===== src/logic/memPipePkg.sv =====
/*
 * Shared definitions for the two-lane memory pipeline slice.
 * Widths and lane count, operand and op kinds, stage records
 * and the selective flush range check.
 */
package memPipePkg;

    localparam int memIssueWidth = 2;
    localparam int readPortNum = 2 * memIssueWidth;
    localparam int dataWidth = 32;
    localparam int offsetWidth = 12;
    localparam int physRegNum = 64;
    localparam int activeListPtrWidth = 5;
    localparam int mshrNum = 4;

    typedef logic [$clog2(physRegNum)-1:0] physRegIdx;
    typedef logic [activeListPtrWidth-1:0] activeListPtr;
    typedef logic [$clog2(mshrNum)-1:0] mshrIdx;

    typedef enum logic [1:0] {
        operandReg = 2'd0,
        operandImm = 2'd1,
        operandPc  = 2'd2
    } operandKind;

    typedef enum logic {
        memLoad  = 1'b0,
        memStore = 1'b1
    } memOpKind;

    // Memory micro-op as it leaves the issue stage
    typedef struct packed {
        logic valid;
        memOpKind opKind;
        operandKind operandKindA;
        operandKind operandKindB;
        physRegIdx srcRegA;
        physRegIdx srcRegB;
        physRegIdx dstReg;
        logic writesReg;
        logic [dataWidth-1:0] pc;
        logic [offsetWidth-1:0] offset;
        logic hasMshr;
        mshrIdx mshrId;
        activeListPtr listPtr;
    } memOp;

    typedef struct packed {
        logic [dataWidth-1:0] data;
        logic ready;
    } operandWord;

    typedef struct packed {
        logic valid;
        memOp op;
        operandWord operandA;
        operandWord operandB;
    } rrResult;

    typedef struct packed {
        logic valid;
        memOpKind opKind;
        logic [dataWidth-1:0] address;
        logic [dataWidth-1:0] storeData;
        physRegIdx dstReg;
        logic ready;
    } memRequest;

    // Recovery range, head inclusive and tail exclusive
    typedef struct packed {
        logic active;
        activeListPtr headPtr;
        activeListPtr tailPtr;
    } flushRange;

    function automatic logic inFlushRange(flushRange recovery, activeListPtr ptr);
        activeListPtr distance;
        activeListPtr span;
        // Wrapping distances from the head
        distance = ptr - recovery.headPtr;
        span = recovery.tailPtr - recovery.headPtr;
        return recovery.active && (distance < span);
    endfunction

endpackage


===== src/logic/memAddressStage.sv =====
/*
 * Address stage of the memory pipeline.
 * Adds the sign-extended offset to operand A and registers
 * one memory request per lane.
 */
`timescale 1ns/1ps

module memAddressStage (
    input  logic clk,
    input  logic rstN,
    input  memPipePkg::rrResult rrOut [memPipePkg::memIssueWidth],
    output memPipePkg::memRequest memReqs [memPipePkg::memIssueWidth]
);
    import memPipePkg::*;

    logic [dataWidth-1:0] offsetExt [memIssueWidth];
    memRequest nextReq [memIssueWidth];

    always_comb begin
        for (int i = 0; i < memIssueWidth; i++) begin
            offsetExt[i] = {
                {(dataWidth - offsetWidth){rrOut[i].op.offset[offsetWidth-1]}},
                rrOut[i].op.offset
            };
        end
    end

    always_comb begin
        for (int i = 0; i < memIssueWidth; i++) begin
            nextReq[i].valid = rrOut[i].valid;
            nextReq[i].opKind = rrOut[i].op.opKind;
            nextReq[i].address = rrOut[i].operandA.data + offsetExt[i];
            // Operand B is the store payload
            nextReq[i].storeData = rrOut[i].operandB.data;
            nextReq[i].dstReg = rrOut[i].op.dstReg;
            nextReq[i].ready = rrOut[i].operandA.ready && rrOut[i].operandB.ready;
        end
    end

    // Loaded every cycle, stalls arrive here as bubbles
    always_ff @(posedge clk) begin
        if (!rstN) begin
            for (int i = 0; i < memIssueWidth; i++) begin
                memReqs[i].valid <= 1'b0;
            end
        end else begin
            memReqs <= nextReq;
        end
    end

endmodule


===== src/logic/memIssueStage.sv =====
/*
 * Issue stage of the memory pipeline.
 * Registers up to two ops per cycle and stamps each valid op
 * with an active-list pointer from a wrapping counter.
 */
`timescale 1ns/1ps

module memIssueStage (
    input  logic clk,
    input  logic rstN,
    input  logic stall,
    input  logic clear,
    input  memPipePkg::memOp issueOps [memPipePkg::memIssueWidth],
    output memPipePkg::memOp issueOut [memPipePkg::memIssueWidth]
);
    import memPipePkg::*;

    memOp stamped [memIssueWidth];
    activeListPtr nextPtr;
    activeListPtr ptrAfter;

    // Lane 0 takes the first pointer, lane 1 the following one
    always_comb begin : stampPtr
        activeListPtr ptr;
        ptr = nextPtr;
        for (int i = 0; i < memIssueWidth; i++) begin
            stamped[i] = issueOps[i];
            stamped[i].listPtr = ptr;
            if (issueOps[i].valid) begin
                ptr = ptr + 1'b1;
            end
        end
        // Counter value once this cycle's ops are accepted
        ptrAfter = ptr;
    end

    always_ff @(posedge clk) begin
        if (!rstN) begin
            nextPtr <= '0;
            for (int i = 0; i < memIssueWidth; i++) begin
                issueOut[i].valid <= 1'b0;
            end
        end else if (!stall) begin
            for (int i = 0; i < memIssueWidth; i++) begin
                issueOut[i] <= stamped[i];
                if (clear) begin
                    issueOut[i].valid <= 1'b0;
                end
            end
            // Cleared ops never consume pointers
            if (!clear) begin
                nextPtr <= ptrAfter;
            end
        end
    end

endmodule


===== src/logic/memPipeTop.sv =====
/*
 * Memory pipeline slice top level.
 * Issue, register-read and address stages around the register file.
 */
`timescale 1ns/1ps

module memPipeTop (
    input  logic clk,
    input  logic rstN,
    input  logic stall,
    input  logic clear,
    input  memPipePkg::flushRange recovery,
    input  memPipePkg::memOp issueOps [memPipePkg::memIssueWidth],
    input  logic regWriteEn,
    input  memPipePkg::physRegIdx regWriteIdx,
    input  logic [memPipePkg::dataWidth-1:0] regWriteData,
    output memPipePkg::memRequest memReqs [memPipePkg::memIssueWidth],
    output logic [memPipePkg::mshrNum-1:0] mshrRelease
);
    import memPipePkg::*;

    memOp issueOut [memIssueWidth];
    physRegIdx readIdx [readPortNum];
    operandWord readData [readPortNum];
    rrResult rrOut [memIssueWidth];

    memIssueStage issueStage (
        .clk(clk),
        .rstN(rstN),
        .stall(stall),
        .clear(clear),
        .issueOps(issueOps),
        .issueOut(issueOut)
    );

    physRegFile regFile (
        .clk(clk),
        .rstN(rstN),
        .writeEn(regWriteEn),
        .writeIdx(regWriteIdx),
        .writeData(regWriteData),
        .readIdx(readIdx),
        .readData(readData)
    );

    memRegisterReadStage registerReadStage (
        .clk(clk),
        .rstN(rstN),
        .stall(stall),
        .clear(clear),
        .recovery(recovery),
        .issueOut(issueOut),
        .readData(readData),
        .readIdx(readIdx),
        .rrOut(rrOut),
        .mshrRelease(mshrRelease)
    );

    memAddressStage addressStage (
        .clk(clk),
        .rstN(rstN),
        .rrOut(rrOut),
        .memReqs(memReqs)
    );

endmodule


===== src/logic/memRegisterReadStage.sv =====
/*
 * Register-read stage of the memory pipeline.
 * Pipeline register, source reads and operand select,
 * selective flush and miss-entry release for flushed loads.
 */
`timescale 1ns/1ps

module memRegisterReadStage (
    input  logic clk,
    input  logic rstN,
    input  logic stall,
    input  logic clear,
    input  memPipePkg::flushRange recovery,
    input  memPipePkg::memOp issueOut [memPipePkg::memIssueWidth],
    input  memPipePkg::operandWord readData [memPipePkg::readPortNum],
    output memPipePkg::physRegIdx readIdx [memPipePkg::readPortNum],
    output memPipePkg::rrResult rrOut [memPipePkg::memIssueWidth],
    output logic [memPipePkg::mshrNum-1:0] mshrRelease
);
    import memPipePkg::*;

    memOp pipeReg [memIssueWidth];
    logic flush [memIssueWidth];

    // Immediate is always zero for loads and stores
    function automatic operandWord selectOperand(
        operandKind kind,
        operandWord regWord,
        logic [dataWidth-1:0] pc
    );
        operandWord result;
        case (kind)
            operandImm: begin
                result.data = '0;
                result.ready = 1'b1;
            end
            operandPc: begin
                result.data = pc;
                result.ready = 1'b1;
            end
            default: begin
                result = regWord;
            end
        endcase
        return result;
    endfunction

    always_ff @(posedge clk) begin
        if (!rstN) begin
            for (int i = 0; i < memIssueWidth; i++) begin
                pipeReg[i].valid <= 1'b0;
            end
        end else if (!stall) begin
            pipeReg <= issueOut;
        end
    end

    // Two read ports per lane, A on the even port
    always_comb begin
        for (int i = 0; i < memIssueWidth; i++) begin
            readIdx[2*i] = pipeReg[i].srcRegA;
            readIdx[2*i+1] = pipeReg[i].srcRegB;
        end
    end

    always_comb begin
        for (int i = 0; i < memIssueWidth; i++) begin
            flush[i] = inFlushRange(recovery, pipeReg[i].listPtr);

            rrOut[i].op = pipeReg[i];
            rrOut[i].operandA = selectOperand(
                pipeReg[i].operandKindA,
                readData[2*i],
                pipeReg[i].pc
            );
            rrOut[i].operandB = selectOperand(
                pipeReg[i].operandKindB,
                readData[2*i+1],
                pipeReg[i].pc
            );

            // Killed ops leave as bubbles
            if (stall || clear || !rstN || flush[i]) begin
                rrOut[i].valid = 1'b0;
            end else begin
                rrOut[i].valid = pipeReg[i].valid;
            end
        end
    end

    // A flushed load gives back its miss entry
    always_comb begin
        mshrRelease = '0;
        for (int i = 0; i < memIssueWidth; i++) begin
            if (pipeReg[i].valid && flush[i] && pipeReg[i].opKind == memLoad &&
                    pipeReg[i].hasMshr) begin
                mshrRelease[pipeReg[i].mshrId] = 1'b1;
            end
        end
    end

endmodule


===== src/logic/physRegFile.sv =====
/*
 * Physical register file with a ready bit per register.
 * One write port and four asynchronous read ports.
 */
`timescale 1ns/1ps

module physRegFile (
    input  logic clk,
    input  logic rstN,
    input  logic writeEn,
    input  memPipePkg::physRegIdx writeIdx,
    input  logic [memPipePkg::dataWidth-1:0] writeData,
    input  memPipePkg::physRegIdx readIdx [memPipePkg::readPortNum],
    output memPipePkg::operandWord readData [memPipePkg::readPortNum]
);
    import memPipePkg::*;

    logic [dataWidth-1:0] regData [physRegNum];
    logic [physRegNum-1:0] regReady;

    // Storage array
    always_ff @(posedge clk) begin
        if (writeEn) begin
            regData[writeIdx] <= writeData;
        end
    end

    // Nothing is ready until it has been written once
    always_ff @(posedge clk) begin
        if (!rstN) begin
            regReady <= '0;
        end else if (writeEn) begin
            regReady[writeIdx] <= 1'b1;
        end
    end

    always_comb begin
        for (int p = 0; p < readPortNum; p++) begin
            readData[p].data = regData[readIdx[p]];
            readData[p].ready = regReady[readIdx[p]];
        end
    end

endmodule


===== config.mk =====
export PLATFORM = sky130hd
export DESIGN_NAME = memPipeTop
export DESIGN_NICKNAME = d
export VERILOG_FILES = /design/src/logic/memPipePkg.sv /design/src/logic/memAddressStage.sv /design/src/logic/memIssueStage.sv /design/src/logic/memPipeTop.sv /design/src/logic/memRegisterReadStage.sv /design/src/logic/physRegFile.sv
export SDC_FILE = /design/constraint.sdc
export NUM_CORES = 2
export LEC_CHECK = 0
export BUFFER_PORTS_ARGS = -buffer_cell sky130_fd_sc_hd__buf_2
export CORE_MARGIN = 5
export CORE_UTILIZATION = 25
export CTS_BUF_LIST = sky130_fd_sc_hd__clkbuf_2 sky130_fd_sc_hd__clkbuf_4 sky130_fd_sc_hd__clkbuf_8
export DETAILED_ROUTE_END_ITERATION = 8
export SKIP_LAST_GASP = 1
export SLEW_MARGIN = 20
export SYNTH_ARGS = -nofsm -noshare
export SYNTH_HDL_FRONTEND = slang
export SYNTH_HIERARCHICAL = 1
export SYNTH_SLANG_ARGS = --single-unit

===== constraint.sdc =====
create_clock -name clk -period 18.9 [get_ports clk]
set_clock_uncertainty 0.15 [all_clocks]
set_input_delay 3.78 -clock clk [delete_from_list [all_inputs] [get_ports clk]]
set_output_delay 3.78 -clock clk [all_outputs]
set_load 0.02 [all_outputs]

After elaboration in Yosys (flattened, before gate mapping)

Memories as Yosys holds them, arrays and structs flattened. A register that Yosys moved wholly into a read port is not among the register bits.
Index checks and enable logic that the tools add are counted.

Logic and storage cells: 149
ROM bits: 0
Output and inout port bits: 150
Memories: 1
Bits in writable memories: 2048
Bits in latches: 0
Bits in registers: 519

Reductions and logical operators: 22
Equal/unequal tests: 8
Shift operators: 0
Order comparisons: 12
Bitwise logic cells: 7
Muxes and demuxes: 30
$mul: 0
Add/sub/neg operators: 7
Div/mod/pow operators: 0

Memory list:

| name            | words | width | rd ports | clocked after Yosys merged registers in | wr ports | RTL line          | RTL |
|---|---|---|---|---|---|---|---|
| regFile.regData | 64    | 32    | 4        | 4                                       | 1        | physRegFile.sv:18 | `logic [dataWidth-1:0] regData [physRegNum];` |

Operators with widths:

| cell                                                                   | count |
|---|---|
| 33-bit one-hot mux with 2 select lines                                 | 4 |
| 32-bit adder                                                           | 2 |
| 64-bit bitwise OR                                                      | 1 |
| 6-bit by 7-bit < comparator with 1-bit output (second input constant)  | 5 |
| 1-bit binary-select mux with 6-bit select                              | 4 |
| 6-bit 2-to-1 mux                                                       | 4 |
| 5-bit subtractor                                                       | 3 |
| 1-bit logical AND                                                      | 13 |
| 1-bit 2-to-1 mux                                                       | 11 |
| 5-bit by 1-bit adder with 5-bit output (second input constant)         | 2 |
| 5-bit < comparator                                                     | 2 |
| 5-bit 2-to-1 mux                                                       | 2 |
| 2-bit by 1-bit equality test with 1-bit output (second input constant) | 4 |
| 2-bit equality test (second input constant)                            | 4 |
| 4-bit 2-to-1 mux                                                       | 2 |
| 1-bit demux with 6-bit select                                          | 1 |
| 6-bit by 1-bit >= comparator with 1-bit output (second input constant) | 1 |
| 2-bit by 3-bit < comparator with 1-bit output (second input constant)  | 2 |
| 1-bit inverter                                                         | 5 |
| 1-bit demux with 2-bit select                                          | 2 |
| 2-bit by 1-bit >= comparator with 1-bit output (second input constant) | 2 |
| 1-bit logical OR                                                       | 4 |
| 4-bit bitwise OR                                                       | 1 |
| 2-bit AND reduction                                                    | 2 |
| other kinds (2)                                                        | 3 |

Longest topological paths before layout

Word-level depth: 9
Mapped depth: 21

Cells and area by module

The synthesis kept the hierarchy.

By module, submodules not included:

| module               | times used | cells each | sequential area each (um^2) | area each (um^2) |
|---|---|---|---|---|
| physRegFile          | 1          | 7006       | 62780.2                     | 130732.9 |
| memAddressStage      | 1          | 590        | 4364.2                      | 7553.5 |
| memRegisterReadStage | 1          | 606        | 4604.4                      | 7262.0 |
| memIssueStage        | 1          | 211        | 4704.5                      | 5036.1 |

Least setup slack after synthesis

No wires, ideal clock.

Path kind: in2reg
Start point: in stall
End point: reg, netlist name addressStage/memReqs[145]
Cell stages on the path: 5
Slack: 7.355 ns
Data arrival time: 11.336 ns
Path through: nor2b_1 > nor2b_1 > nand2_1 > a21oi_1 > and2_1

Longest elaborated chain between the ends: 4

Ends and longest elaborated chain:

| element                             | RTL line                   | RTL |
|---|---|---|
| from (decl)                         | memPipeTop.sv:10           | `input logic stall,` |
| 1-bit logical OR (3 in series)      | memRegisterReadStage.sv:83 | `if (stall \|\| clear \|\| !rstN \|\| flush[i]) begin` |
| 2-bit OR reduction (no source line) | -                          |  |

No other way between the ends.
A chain may end at the register's enable or synchronous reset.

==> tab_implementation.tex <==
\begin{tabular}{lr}
\hline
Metric & Value \\
\hline
\multicolumn{2}{l}{\textbf{Floorplan}} \\
\quad Die Span Y & between 700 and 800 µm \\
\quad Total I/O pin count & between 300 and 400 \\
\quad DIE WIDTH & a little under 800 µm \\
\quad Row count & 284 \\
\quad Initial cell density of the core & 0.251 \\
\quad Core box area & around 600,000 µm² \\
\quad Area enclosed by the die boundary & roughly 600,000 µm² \\
\multicolumn{2}{l}{\textbf{Global routing}} \\
\quad Total routing resource utilization after global routing & 0.193 \\
\quad Wire length of the first global-routing pass & 832 mm \\
\quad Most utilized layer in the global route result & met2 \\
\quad Overall overflow remaining after global route & 0 \\
\quad Maximum number of pins on one net before global-route repair & 100 \\
\quad Vias in the first global route & between 90,000 and 100k \\
\quad Number of antenna violations at the first check in global routing & slightly below 90 \\
\quad Met1 Track Usage GR & 0.235 \\
\quad Met3 capacity usage during global routing & 0.0783 \\
\quad Met2 global-route usage & 0.283 \\
\multicolumn{2}{l}{\textbf{Clocking}} \\
\quad Clock root buffer master & sky130\_fd\_sc\_hd\_\_clkbuf\_8 \\
\quad Clock buffer count from CTS & between 400 and 500 \\
\quad Maximum clock path buffer count & 4 \\
\quad Worst skew pair latency & 1.20 ns \\
\quad Gates resized, CTS repair & 0 \\
\quad Clock tree from TritonCTS & yes \\
\quad Post-CTS Setup Bufs & 0 \\
\quad Count of clock tree sinks & approximately 2,600 \\
\quad Number of H-tree branching levels & 5 \\
\quad Cts hold-fix bufs & 0 \\
\quad Clock slew seen by the registers of the worst setup and hold paths & 0.06 ns \\
\multicolumn{2}{l}{\textbf{STA}} \\
\quad Final-report setup violation count & 0 \\
\quad Pins over their slew limit & 0 \\
\quad Final TNS setup & 0 ns \\
\quad Hold\_ws & roughly 0.26 ns \\
\quad Measured slew at the worst slew-check pin & about 1.3 ns \\
\quad Min cycle time layout & 10.46 ns \\
\quad Number of endpoints with negative hold slack in the final report & 0 \\
\quad Final worst-path cycle share & 0.554 \\
\quad Max Clk Rate & 95.6 MHz \\
\quad Setup repair after global routing missed its margin & no \\
\quad Relative max-transition margin & 0.143 \\
\multicolumn{2}{l}{\textbf{Routing}} \\
\quad Post-Route WL & between 600 and 700 mm \\
\quad Average via count per standard cell & 5.89 \\
\quad DRC Markers & 0 \\
\quad Vias & about 100k \\
\quad TritonRoute pass-1 iters & 9 \\
\quad Number of antenna-violating nets in the routed design & 0 \\
\quad First-iteration detailed-routing DRC count & 15,782 \\
\quad Average wire per cell in the routed design & 35.9 µm \\
\multicolumn{2}{l}{\textbf{Final layout}} \\
\quad Share of final-layout standard cells stronger than drive strength 1 & 0.427 \\
\quad Highest-count cells in the layout ignoring fill and taps & sky130\_fd\_sc\_hd\_\_edfxtp\_1 (2,492), sky130\_fd\_sc\_hd\_\_mux4\_2 (2,240), sky130\_fd\_sc\_hd\_\_mux2i\_1 (498), sky130\_fd\_sc\_hd\_\_clkbuf\_8 (458), sky130\_fd\_sc\_hd\_\_nand2\_1 (403) \\
\quad Post-layout net count & 9,039 \\
\quad Signed area change from the synthesized netlist to the final layout & 13.9\% \\
\quad Most common cell after layout, fill and taps aside & sky130\_fd\_sc\_hd\_\_edfxtp\_1 \\
\quad Fill cell total of the finished layout & 59,141 \\
\multicolumn{2}{l}{\textbf{Outcome}} \\
\quad Status & finished clean \\
\multicolumn{2}{l}{\textbf{Critical path}} \\
\quad Worst path arrival time & about 6.5 ns \\
\quad Path type of the worst setup path & input port to output port \\
\quad Largest fanout of any net on the critical path & 4 \\
\quad Slack of the worst reg-to-reg path & about 11 ns \\
\quad Setup crit end kind & output port \\
\quad Ordered list of cells on the worst path & buf\_2 > inv\_1 > ha\_1 > inv\_1 > fa\_1 > inv\_1 > ha\_1 > a21o\_1 > a21oi\_1 > maj3\_2 > a21oi\_1 > a211oi\_1 > a32o\_2 > buf\_2 \\
\quad Element type at the critical path start & input port \\
\quad Most frequent cell on the critical path & sky130\_fd\_sc\_hd\_\_inv\_1 \\
\quad Worst Path Required & approximately 15 ns \\
\quad Delay of the slowest critical-path stage & $\sim$0.54 ns \\
\quad Slowest cell on the critical path & sky130\_fd\_sc\_hd\_\_a211oi\_1 \\
\multicolumn{2}{l}{\textbf{Power}} \\
\quad Leakage Power & 54.1 nW \\
\quad Power consumption & 13.1 mW \\
\quad Maximum vdd drop & around 62 µV \\
\quad Power per unit of standard cell area & $\sim$77 nW/µm² \\
\multicolumn{2}{l}{\textbf{Synth}} \\
\quad Post-Syn Nets & 8,682 \\
\quad Ys Warns & 6 \\
\quad Post-Synthesis Cells & between 8,000 and 9,000 \\
\quad Syn\_area\_per\_cell & 17.9 µm² \\
\quad Post-Syn Area & $\sim$150,000 µm² \\
\multicolumn{2}{l}{\textbf{Place}} \\
\quad Final weighted congestion in routability-driven placement & 0.904 \\
\quad DP Wirelength & $\sim$380 mm \\
\quad \# port buffers & $\sim$350 \\
\multicolumn{2}{l}{\textbf{Run}} \\
\quad Number of maximum-capacitance constraint violations & 0 \\
\multicolumn{2}{l}{\textbf{Worst hold path}} \\
\quad Hold/Removal Path Class & flip-flop to flip-flop \\
\hline
\end{tabular}
-- worst paths after layout --
check / end / startpoint / depth (start not counted)
min reg2reg: registerReadStage/rrOut[240] / issueStage/issueOut[107] / 0
max reg2reg: addressStage/memReqs[142] / registerReadStage/readIdx[18] / 18
min: registerReadStage/rrOut[240] / issueStage/issueOut[107] / 0
max: mshrRelease[2] / recovery[0] / 14
-- state kept, by name (all words and copies together), names as in the netlist --
signal,cells
regFile/regReady,64
issueStage/nextPtr,5
regFile/regData,2048
registerReadStage/readIdx,24
issueStage/issueOut,152
registerReadStage/rrOut,128
addressStage/memReqs,146
-- stage by stage --
step	setup WS (ns)	instance area, µm²	cells	util
6_report	8.44	171000	17155	0.286
5_1_grt	8.26	171000	17125	0.286
4_1_cts	8.40	171000	17120	0.286
3_5_place_dp	8.40	162000	16300	0.270
3_3_place_gp	8.41	162000	16300	0.270
2_1_floorplan	7.45	150000	8385	-
-- cell type report --
class | instances | area (µm²) | share of cell area
inverter | 29 | 109 | 0.000636
antenna | 34 | 85.1 | 0.000497
multi-input combinational | 5005 | 70800 | 0.414
clock inverter | 237 | 1820 | 0.0106
clock buffer | 583 | 7240 | 0.0423
tap | 8008 | 10000 | 0.0585
timing repair buffer | 692 | 4700 | 0.0275
sequential | 2567 | 76300 | 0.446
-- worst max-delay path: cells and delay by family --
family | cells | cell delay (ns)
fa+ha+maj | 4 | 1.12
compound gates | 5 | 1.20
buf+inv | 5 | 0.43
-- routing by layer --
metal,part of all wire,wire length [µm]
met4,0.073,45200
met5,0.0015,913
met2,0.43,267000
met3,0.15,90200
met1,0.34,213000
-- report_power, final --
| part | switching (mW) | internal, mW | total, mW |
|---|---|---|---|
| clock network | 2.48 | 2.84 | 5.32 |
| registers | 0.0540 | 6.36 | 6.41 |
| logic | 0.855 | 0.507 | 1.36 |
| total | 3.39 | 9.71 | 13.1 |
(Power assumes the default switching activity.)
